File: config.mk
export PLATFORM = sky130hd
export DESIGN_NAME = csr_unit
export DESIGN_NICKNAME = d
export VERILOG_FILES = /design/src/csr_pkg.sv /design/src/csr_req_if.sv /design/src/csr_regs.sv /design/src/csr_request.sv /design/src/csr_unit.sv /design/src/csr_writeback.sv
export SDC_FILE = /design/constraint.sdc
export NUM_CORES = 1
export LEC_CHECK = 0
export BUFFER_PORTS_ARGS = -buffer_cell sky130_fd_sc_hd__buf_2
export CAP_MARGIN = 25
export CELL_PAD_IN_SITES_DETAIL_PLACEMENT = 1
export CELL_PAD_IN_SITES_GLOBAL_PLACEMENT = 2
export CORE_MARGIN = 4
export CORE_UTILIZATION = 34
export CTS_CLUSTER_DIAMETER = 30
export DETAILED_ROUTE_END_ITERATION = 8
export MAX_ROUTING_LAYER = met4
export PLACE_DENSITY_LB_ADDON = 0.1
export SLEW_MARGIN = 15
export SYNTH_ARGS = -nofsm -noshare
export SYNTH_HDL_FRONTEND = slang
export SYNTH_SLANG_ARGS = --single-unit
File: constraint.sdc
create_clock -name clk -period 2.9 [get_ports clk]
set_clock_uncertainty 0.1 [all_clocks]
set_input_delay 0.435 -clock clk [delete_from_list [all_inputs] [get_ports clk]]
set_output_delay 0.435 -clock clk [all_outputs]
set_load 0.005 [all_outputs]
File: src/csr_pkg.sv
// csr unit shared definitions

package csr_pkg;

    //**********************************************************************
    // widths
    //**********************************************************************

    // register width, rv32 only
    localparam int XLEN = 32;

    typedef logic [XLEN-1:0] xlen_t;

    // [11:10] access bits, 2'b11 is read-only
    // [9:8] lowest privilege that may touch the address
    typedef logic [11:0] csr_addr_t;

    typedef logic [1:0] priv_t;

    // instructions retired in one cycle, 0 to 2
    typedef logic [1:0] inst_inc_t;

    localparam priv_t PRIV_USER       = 2'd0;
    localparam priv_t PRIV_SUPERVISOR = 2'd1;
    localparam priv_t PRIV_MACHINE    = 2'd3;

    // op 0 is treated as read-write
    typedef enum logic [1:0] {
        CSR_RW = 2'd1,
        CSR_RS = 2'd2,
        CSR_RC = 2'd3
    } csr_op_t;

    // one select per kept register, counters split by half
    typedef enum logic [3:0] {
        SEL_NONE,
        SEL_MISA,
        SEL_MHARTID,
        SEL_MTVEC,
        SEL_MSCRATCH,
        SEL_MEPC,
        SEL_MCYCLE_LO,
        SEL_MCYCLE_HI,
        SEL_MINSTRET_LO,
        SEL_MINSTRET_HI
    } csr_sel_t;

    //**********************************************************************
    // addresses
    //**********************************************************************

    // machine info and trap setup
    localparam csr_addr_t ADDR_MISA      = 12'h301;
    localparam csr_addr_t ADDR_MHARTID   = 12'hF14;
    localparam csr_addr_t ADDR_MTVEC     = 12'h305;
    localparam csr_addr_t ADDR_MSCRATCH  = 12'h340;
    localparam csr_addr_t ADDR_MEPC      = 12'h341;

    // machine counters
    localparam csr_addr_t ADDR_MCYCLE    = 12'hB00;
    localparam csr_addr_t ADDR_MINSTRET  = 12'hB02;
    localparam csr_addr_t ADDR_MCYCLEH   = 12'hB80;
    localparam csr_addr_t ADDR_MINSTRETH = 12'hB82;

    // user shadows of the same counters
    localparam csr_addr_t ADDR_CYCLE     = 12'hC00;
    localparam csr_addr_t ADDR_INSTRET   = 12'hC02;
    localparam csr_addr_t ADDR_CYCLEH    = 12'hC80;
    localparam csr_addr_t ADDR_INSTRETH  = 12'hC82;

    // base rv32 in [31:30], then U (20), S (18), M (12), I (8)
    localparam xlen_t MISA_VALUE = 32'h4014_1100;

endpackage

File: src/csr_req_if.sv
// decoded csr request link

`timescale 1ns/1ps

interface csr_req_if;
    import csr_pkg::*;

    // one-cycle strobe per request
    logic     valid;
    csr_sel_t sel;
    csr_op_t  op;
    xlen_t    wdata;
    // update allowed for this address and privilege
    logic     write;
    // unknown address or privilege too low
    logic     fault;

    // decoder side
    modport source (
        output valid, sel, op, wdata, write, fault
    );

    // register file side
    modport sink (
        input valid, sel, op, wdata, write, fault
    );

endinterface

File: src/csr_regs.sv
// csr register file and counters

`timescale 1ns/1ps

module csr_regs #(
    parameter int             TIMER_W   = 64,
    parameter csr_pkg::xlen_t HART_ID   = 32'h0000_0000,
    parameter csr_pkg::xlen_t RESET_VEC = 32'h8000_0000
) (
    input  logic           clk,
    input  logic           rst,
    csr_req_if.sink        req,
    input  logic           instruction_complete,
    input  logic           instruction_issued_no_rd,
    output logic           result_valid,
    output csr_pkg::xlen_t result_data,
    output logic           result_fault
);
    import csr_pkg::*;

    // writable machine registers
    xlen_t              mtvec;
    xlen_t              mscratch;
    xlen_t              mepc;

    // free-running counters, read by halves
    logic [TIMER_W-1:0] mcycle;
    logic [TIMER_W-1:0] minstret;
    // retire count from the previous edge
    inst_inc_t          inst_inc;

    xlen_t              old_value;
    xlen_t              new_value;
    logic               do_write;

    //**********************************************************************
    // read mux
    //**********************************************************************

    always_comb begin
        case (req.sel)
            SEL_MISA:        old_value = MISA_VALUE;
            SEL_MHARTID:     old_value = HART_ID;
            SEL_MTVEC:       old_value = mtvec;
            SEL_MSCRATCH:    old_value = mscratch;
            SEL_MEPC:        old_value = mepc;
            SEL_MCYCLE_LO:   old_value = mcycle[XLEN-1:0];
            SEL_MCYCLE_HI:   old_value = xlen_t'(mcycle[TIMER_W-1:XLEN]);
            SEL_MINSTRET_LO: old_value = minstret[XLEN-1:0];
            SEL_MINSTRET_HI: old_value = xlen_t'(minstret[TIMER_W-1:XLEN]);
            // unknown or faulting access
            default:         old_value = '0;
        endcase
    end

    //**********************************************************************
    // read-modify-write
    //**********************************************************************

    always_comb begin
        case (req.op)
            CSR_RS:  new_value = old_value | req.wdata;
            CSR_RC:  new_value = old_value & ~req.wdata;
            // rw and op 0
            default: new_value = req.wdata;
        endcase
    end

    assign do_write = req.valid && req.write;

    // old value goes back in the request cycle
    assign result_valid = req.valid;
    assign result_data  = old_value;
    assign result_fault = req.fault;

    always_ff @(posedge clk) begin
        if (rst) begin
            mtvec    <= RESET_VEC;
            mscratch <= '0;
            mepc     <= '0;
        end else if (do_write) begin
            case (req.sel)
                // vector and pc stay word aligned
                SEL_MTVEC:    mtvec    <= {new_value[XLEN-1:2], 2'b00};
                SEL_MSCRATCH: mscratch <= new_value;
                SEL_MEPC:     mepc     <= {new_value[XLEN-1:2], 2'b00};
                default:      ;
            endcase
        end
    end

    //**********************************************************************
    // counters
    //**********************************************************************

    always_ff @(posedge clk) begin
        if (rst) begin
            mcycle   <= '0;
            minstret <= '0;
            inst_inc <= '0;
        end else begin
            mcycle   <= mcycle + 1'b1;
            // retire count lands one edge late
            minstret <= minstret + inst_inc;
            inst_inc <= {1'b0, instruction_complete} + {1'b0, instruction_issued_no_rd};
        end
    end

    // high half needs at least one bit
    assert property (@(posedge clk) TIMER_W > XLEN);

endmodule

File: src/csr_request.sv
// csr request decoder

`timescale 1ns/1ps

module csr_request (
    input  csr_pkg::csr_addr_t csr_addr,
    input  csr_pkg::csr_op_t   csr_op,
    input  csr_pkg::xlen_t     rs1,
    input  csr_pkg::priv_t     privilege,
    input  logic               new_request,
    csr_req_if.source          req
);
    import csr_pkg::*;

    csr_sel_t addr_sel;
    logic     known_addr;
    logic     writable_addr;
    logic     read_only;
    logic     priv_low;
    logic     fault;

    //**********************************************************************
    // address lookup
    //**********************************************************************

    always_comb begin
        addr_sel      = SEL_NONE;
        writable_addr = 1'b0;
        case (csr_addr)
            ADDR_MISA:      addr_sel = SEL_MISA;
            ADDR_MHARTID:   addr_sel = SEL_MHARTID;
            ADDR_MTVEC: begin
                addr_sel      = SEL_MTVEC;
                writable_addr = 1'b1;
            end
            ADDR_MSCRATCH: begin
                addr_sel      = SEL_MSCRATCH;
                writable_addr = 1'b1;
            end
            ADDR_MEPC: begin
                addr_sel      = SEL_MEPC;
                writable_addr = 1'b1;
            end
            // counters, machine and user views alike, never written
            ADDR_MCYCLE,    ADDR_CYCLE:    addr_sel = SEL_MCYCLE_LO;
            ADDR_MCYCLEH,   ADDR_CYCLEH:   addr_sel = SEL_MCYCLE_HI;
            ADDR_MINSTRET,  ADDR_INSTRET:  addr_sel = SEL_MINSTRET_LO;
            ADDR_MINSTRETH, ADDR_INSTRETH: addr_sel = SEL_MINSTRET_HI;
            default:        addr_sel = SEL_NONE;
        endcase
    end

    assign known_addr = (addr_sel != SEL_NONE);

    // access bits 2'b11 mark a read-only address
    assign read_only  = (csr_addr[11:10] == 2'b11);

    // address needs a higher level than the hart runs at
    assign priv_low   = (csr_addr[9:8] > privilege);

    assign fault      = !known_addr || priv_low;

    //**********************************************************************
    // request out
    //**********************************************************************

    assign req.valid = new_request;
    // faulting access reads back as zero
    assign req.sel   = fault ? SEL_NONE : addr_sel;
    assign req.op    = csr_op;
    assign req.wdata = rs1;
    assign req.write = writable_addr && !read_only && !fault;
    assign req.fault = fault;

endmodule

File: src/csr_unit.sv
// csr unit top level

`timescale 1ns/1ps

module csr_unit #(
    parameter int             TIMER_W   = 64,
    parameter csr_pkg::xlen_t HART_ID   = 32'h0000_0000,
    parameter csr_pkg::xlen_t RESET_VEC = 32'h8000_0000
) (
    input  logic               clk,
    input  logic               rst,
    input  logic               new_request,
    input  csr_pkg::csr_addr_t csr_addr,
    input  csr_pkg::csr_op_t   csr_op,
    input  csr_pkg::xlen_t     rs1,
    input  csr_pkg::priv_t     privilege,
    input  logic               instruction_complete,
    input  logic               instruction_issued_no_rd,
    input  logic               accepted,
    output logic               ready,
    output logic               done,
    output csr_pkg::xlen_t     rd,
    output logic               illegal_instruction
);
    import csr_pkg::*;

    // result path from register file to holding stage
    logic  result_valid;
    xlen_t result_data;
    logic  result_fault;

    csr_req_if req_if ();

    //**********************************************************************
    // stages
    //**********************************************************************

    csr_request csr_request_inst (
        .csr_addr    (csr_addr),
        .csr_op      (csr_op),
        .rs1         (rs1),
        .privilege   (privilege),
        .new_request (new_request),
        .req         (req_if.source)
    );

    csr_regs #(
        .TIMER_W   (TIMER_W),
        .HART_ID   (HART_ID),
        .RESET_VEC (RESET_VEC)
    ) csr_regs_inst (
        .clk                      (clk),
        .rst                      (rst),
        .req                      (req_if.sink),
        .instruction_complete     (instruction_complete),
        .instruction_issued_no_rd (instruction_issued_no_rd),
        .result_valid             (result_valid),
        .result_data              (result_data),
        .result_fault             (result_fault)
    );

    csr_writeback csr_writeback_inst (
        .clk                 (clk),
        .rst                 (rst),
        .result_valid        (result_valid),
        .result_data         (result_data),
        .result_fault        (result_fault),
        .accepted            (accepted),
        .ready               (ready),
        .done                (done),
        .rd                  (rd),
        .illegal_instruction (illegal_instruction)
    );

    // pipeline may only issue while the unit is free
    assert property (@(posedge clk) disable iff (rst)
        new_request |-> ready);

endmodule

File: src/csr_writeback.sv
// csr result holding stage

`timescale 1ns/1ps

module csr_writeback (
    input  logic           clk,
    input  logic           rst,
    input  logic           result_valid,
    input  csr_pkg::xlen_t result_data,
    input  logic           result_fault,
    input  logic           accepted,
    output logic           ready,
    output logic           done,
    output csr_pkg::xlen_t rd,
    output logic           illegal_instruction
);
    import csr_pkg::*;

    // result payload, held while done is up
    always_ff @(posedge clk) begin
        if (result_valid) begin
            rd                  <= result_data;
            illegal_instruction <= result_fault;
        end
    end

    // done rises after the request, drops once the pipeline takes it
    always_ff @(posedge clk) begin
        if (rst) begin
            done <= 1'b0;
        end else if (result_valid) begin
            done <= 1'b1;
        end else if (done && accepted) begin
            done <= 1'b0;
        end
    end

    // one item in flight, ready returns with acceptance
    always_ff @(posedge clk) begin
        if (rst) begin
            ready <= 1'b1;
        end else if (result_valid) begin
            ready <= 1'b0;
        end else if (done && accepted) begin
            ready <= 1'b1;
        end
    end

    // no second result while the first one is still unclaimed
    assert property (@(posedge clk) disable iff (rst)
        result_valid |-> !(done && !accepted));

    // unclaimed result holds through the next edge
    assert property (@(posedge clk) disable iff (rst)
        (done && !accepted) |=> done && $stable(rd) && $stable(illegal_instruction));

endmodule

; Word-level counts from Yosys, hierarchy flattened
; Index checks and enable logic that the tools add are counted.
[word_totals]
ff_bits = 257
latch_bits = 0
ram_bits = 0
rom_bits = 0
in_bits = 54
out_inout_bits = 35
elab_cells = 68
mem_count = 0
[classes]
add_sub_neg = 3
multipliers = 0
div = 0
n_lt_le_gt_ge = 1
eq_ne = 24
shifts = 0
muxes = 9
n_bitwise = 3
reduce_logical = 18
[ops]
columns = operator, count
row1 = $pmux W32 S8, 1
row2 = $eq A12 B12 Y1 const B, 9
row3 = $add A64 B1 Y64 const B, 1
row4 = $add A64 B2 Y64, 1
row5 = $pmux W32 S2, 1
row6 = $eq A12 B10 Y1 const B, 4
row7 = $pmux W4 S9, 1
row8 = $and A32 B32 Y32, 1
row9 = $not A32 Y32, 1
row10 = $or A32 B32 Y32, 1
row11 = $eq A4 B3 Y1 const B, 4
row12 = $eq A4 B4 Y1 const B, 2
row13 = $reduce_or A2 Y1, 4
row14 = $eq A2 B2 Y1 const B, 3
row15 = $reduce_and A2 Y1, 3
row16 = $mux W1, 5
row17 = $eq A4 B1 Y1 const B, 1
row18 = $eq A4 B2 Y1 const B, 1
row19 = $logic_and A1 B1 Y1, 4
row20 = $mux W4, 1
row21 = $reduce_bool A4 Y1, 1
row22 = $logic_not A1 Y1, 3
row23 = $reduce_or A3 Y1, 1
row24 = $add A1 B1 Y2, 1
row25 = other kinds (3), 3

; Depth between registers and ports, before layout
[logic_depth]
depth_word = 11
depth_mapped = 12

; By module
; A second synthesis with hierarchy kept.
[hier_totals]
cells_unflattened = 1445
hier_area_um2 = 12898.6
[modules_own_cells]
columns = module, n_inst, cells_each, area_per_inst_um2
row1 = csr_regs, 1, 1334, 11299.6
row2 = csr_writeback, 1, 40, 1062.3
row3 = csr_request, 1, 71, 536.8

; Least setup slack after synthesis
; No wires, ideal clock.
[synth_timing]
path_kind = input -> register
from = in csr_addr[3]
to = reg csr_regs_inst.mepc[2]
t_arrival_ps = 2503
setup_slack_ps = 171
stages = 9
path_buffers = 1
cell_sequence = or4_4 -> a2111oi_4 -> a21oi_2 -> buf_2 -> a32o_1 -> a221oi_2 -> o21ai_1 -> a22oi_2 -> o21ai_0
[synth_via]
elab_chain_cells = 11
word_cells_on_any_way = 41
classes_between = 21 x eq/ne / 5 x mux / 2 x bitwise / 13 x reduce/logical
[synth_rtl]
columns = item, line
row1 = from (decl), csr_unit.sv:13  ; input csr_pkg::csr_addr_t csr_addr,
row2 = $eq A12 B12 Y1, csr_request.sv:29  ; case (csr_addr)
row3 = $reduce_or A2 Y1, csr_request.sv:29
row4 = $pmux W4 S9 (*), csr_request.sv:29
row5 = $reduce_bool A4 Y1, csr_request.sv:53  ; assign known_addr = (addr_sel != SEL_NONE);
row6 = $logic_not A1 Y1, csr_request.sv:61  ; assign fault = !known_addr || priv_low;
row7 = $logic_or A1 B1 Y1, csr_request.sv:61
row8 = $mux W4 (*), csr_request.sv:69  ; assign req.sel = fault ? SEL_NONE : addr_sel;
row9 = $eq A4 B4 Y1 (tied with other cells), csr_regs.sv:41  ; case (req.sel)
row10 = $pmux W32 S8 (*), csr_regs.sv:41
row11 = net csr_regs_inst.result_data[2], csr_regs.sv:16  ; output csr_pkg::xlen_t result_data,
row12 = $and A32 B32 Y32 / $or A32 B32 Y32 (equally long branches), "csr_regs.sv:63, csr_regs.sv:62"
row13 = $pmux W32 S2 (*), csr_regs.sv:61  ; case (req.op)
row14 = to (signal assigned), csr_regs.sv:86  ; SEL_MEPC: mepc <= {new_value[XLEN-1:2], 2'b00};
row15 = to (decl), csr_regs.sv:24  ; xlen_t mepc;
; Mark *: on every way through the listed nets, which the timed path passes. The rest lies on a longest branch.
; A chain may end at the register's enable or synchronous reset.

; Final worst setup path
[layout_timing]
from = reg csr_regs_inst.mcycle[1]
to = reg csr_regs_inst.mcycle[58]
[layout_via]
elab_chain_cells = 1
[layout_rtl]
columns = item, line
row1 = from (decl), csr_regs.sv:27  ; logic [TIMER_W-1:0] mcycle;
row2 = from (signal assigned), csr_regs.sv:102  ; mcycle <= mcycle + 1'b1;
row3 = $add A64 B1 Y64, csr_regs.sv:102
; No other way between the ends.

==> impl_metrics.json <==
{
  "power_density_nw_per_um2": 725,
  "wirelength_mm": 48.4,
  "drive_above_1_share_pct": 26.9,
  "fin_area_um2": 17100,
  "routedWlPerCell_um": 22.5,
  "synth_flop_cell": "dfxtp_1",
  "nets": 1689,
  "drc": 0,
  "internal_power_mw": 9.74,
  "synth_edf_count": 33,
  "fin_ws_ns": 0.106,
  "drtPass1Iterations": 5,
  "async_reset_ff_share_pct": 0,
  "startpoint_type": "flip-flop",
  "ys_ff_latch": 257,
  "ys_warn_count": 0,
  "cts-resized-gates": 0,
  "dieHeight_um": 198,
  "fill_cells": 4060,
  "path_class": "reg -> reg",
  "setup_viol": 0,
  "post-cts-setup-buffer-count": 0,
  "slew-limit-headroom_pct": 39.1,
  "rows": 69,
  "postRouteAntennaNets": 0,
  "dpl_cell_area_um2": 14500,
  "seq_area_um2": 5480,
  "syn_inst": 1371,
  "end_kind": "flip-flop",
  "routabilityCongestion": 0.850,
  "r2r_cells": 10,
  "yosysMostFrequentCell": "dfxtp_1",
  "netlist_top_cells_area": "dfxtp_1, edfxtp_1, nand3_1",
  "cap_violations": 0,
  "leakage_nw": 6.62,
  "ios": 89,
  "p_sw_mw": 2.66,
  "switching_share_pct": 21.5,
  "hold_violations": 0,
  "numClockSinks": 257,
  "yosysTopAreaCellShare_pct": 36.5,
  "grt.total_usage_pct": 24.9,
  "timing.final.crit_share_pct": 96.3,
  "die-area_um2": 39300,
  "path_clk_slew_ns": 0.04,
  "clockBufferDepth": 3,
  "yosysUniqueCellTypes": 78,
  "min_period_ns": 2.79,
  "first_global_vias": 12200,
  "synthTopCellsByCount": "dfxtp_1, nor2_1, nand3_1",
  "n_antenna_cell": 0,
  "syn-cell-area_um2": 12300,
  "post-place-ws_ns": -0.399,
  "grt_pass1_wl_mm": 72.9,
  "crit_arrival_ns": 3.10,
  "die_w_um": 198,
  "cts-htree-levels": 3,
  "gr-total-overflow": 0,
  "synth_nets": 1432,
  "antenna_found_initial": 0,
  "vias": 11900,
  "clock_latency_ns": 0.57,
  "drtIter0Drc": 691,
  "start_util_pct": 34.5,
  "clock_power_share_pct": 67.1,
  "syn_area_per_cell_um2": 8.96,
  "cts_buffers": 74,
  "p_seq_share_pct": 29.5,
  "dpl.hpwl_mm": 34.0,
  "cts-root-buf": "clkbuf_16",
  "portBuffers": 88,
  "irDropWorstVdd_v": 0.000466,
  "worst_pin_slew_ns": 0.907,
  "max_freq_mhz": 358,
  "slew_violations": 0,
  "status": "completed",
  "power_mw": 12.4,
  "critPathMaxFanout": 6,
  "combPwrFrac_pct": 3.3,
  "core_um2": 35700,
  "area_growth_pct": 39.1,
  "required_ns": 3.21,
  "grt_max_degree": 137,
  "min_delay_path_depth": 4,
  "hold_buffers": 0,
  "viasPerCell": 5.52,
  "multi_input_area_um2": 6390,
  "cts_tree": "done",
  "synth_top_area_cell": "dfxtp_1",
  "yosysSeqAreaShare_pct": 44.6,
  "hold_path_class": "in -> reg"
}
-- sequential cells by signal, summed over array words and instances (netlist names) --
signal / cells
csr_regs_inst.mtvec: 30
csr_writeback_inst.done: 1
csr_writeback_inst.rd: 32
csr_regs_inst.mcycle: 64
csr_regs_inst.minstret: 64
csr_writeback_inst.ready: 1
csr_writeback_inst.illegal_instruction: 1
csr_regs_inst.inst_inc: 2
csr_regs_inst.mscratch: 32
csr_regs_inst.mepc: 30
-- worst max-delay path: stages (launching register included) --
cell and delay (ns):
dfxtp_1 0.38, ha_1 0.19, and2_1 0.18, nand4_1 0.25
or4_4 0.63, nor4_4 0.21, buf_4 0.21, nand2_1 0.09
buf_4 0.17, o21ai_0 0.15, a21oi_1 0.08
-- power by group through the flow --
stage          logic [mW]  clock network (mW)  registers, mW
2_1_floorplan       0.177                   0           3.72
3_5_place_dp        0.412                   0           3.72
5_1_grt             0.449                8.64           3.66
6_report            0.415                8.33           3.66
3_3_place_gp        0.398                   0           3.72
4_1_cts             0.415                8.44           3.66
-- cell families (layout without fill, tap and decap cells) --
| group | Yosys count | in the layout | share of synthesized area, % |
|---|---|---|---|
| compound gates | 343 | 343 | 20.2 |
| xor+xnor | 102 | 102 | 7.27 |
| fa+ha+maj | 7 | 7 | 0.774 |
| buf+inv | 115 | 431 | 3.99 |
| flops | 257 | 257 | 44.6 |
| mux | 5 | 5 | 0.417 |
| simple gates | 542 | 542 | 22.8 |
-- cells in the final DEF, fill, tap and decap left out, types with 17 or more instances in the layout --
cell	netlist	routed
xor2_1	72	72
nand2_1	83	82
nor2_1	157	157
and3_1	23	23
dfxtp_1	224	224
a21oi_1	52	51
o22ai_1	17	17
buf_4	4	169
xnor2_1	30	30
inv_1	27	26
buf_2	21	87
o21ai_1	31	32
nand3_1	128	128
nand4_1	34	34
clkbuf_8	0	19
or3_1	19	18
clkbuf_16	0	76
a22oi_1	52	51
a22o_1	21	21
o21ai_0	71	70
edfxtp_1	33	33
-- final cells by class --
type                       instances  share of cell area, %
timing repair buffer             269                   11.4
sequential                       257                   32.0
clock inverter                    26                   2.23
multi-input combinational        999                   37.4
tap                              461                   3.37
clock buffer                     109                   13.0
inverter                          27                  0.593
-- worst paths after layout --
kind,to,start,slack [ns]
setup / recovery,csr_regs_inst.mcycle[58],csr_regs_inst.mcycle[1],0.11
hold reg to reg,csr_regs_inst.mscratch[29],csr_regs_inst.mscratch[29],0.35
setup reg to reg,csr_regs_inst.mcycle[58],csr_regs_inst.mcycle[1],0.11
hold / removal,csr_writeback_inst.done,accepted,0.09
-- stage by stage --
step | setup TNS (ns) | instances | hold slack [ns] | util, %
after CTS | 0 | 2148 | 0.0681 | 47.8
after global routing | -0.00471 | 2148 | 0.102 | 47.9
final | 0 | 2148 | 0.0852 | 47.9
after detailed placement | -29.28 | 2013 | 0.346 | 40.6
after floorplan | 0 | 1371 | 0.326 | -
after global placement | -28.35 | 2011 | 0.342 | 40.5
-- metal layers --
layer  wire, um  vias up  part of all wire, %  track usage, %
li1           -     5564                    -               -
met1      22400     5941                   46            32.5
met2      22600      277                   47            39.3
met3       2160       68                  4.5            4.07
met4       1250        0                  2.6            8.26
met5          0        -                    0               -
No activity file was read; power rests on OpenSTA's default activity.
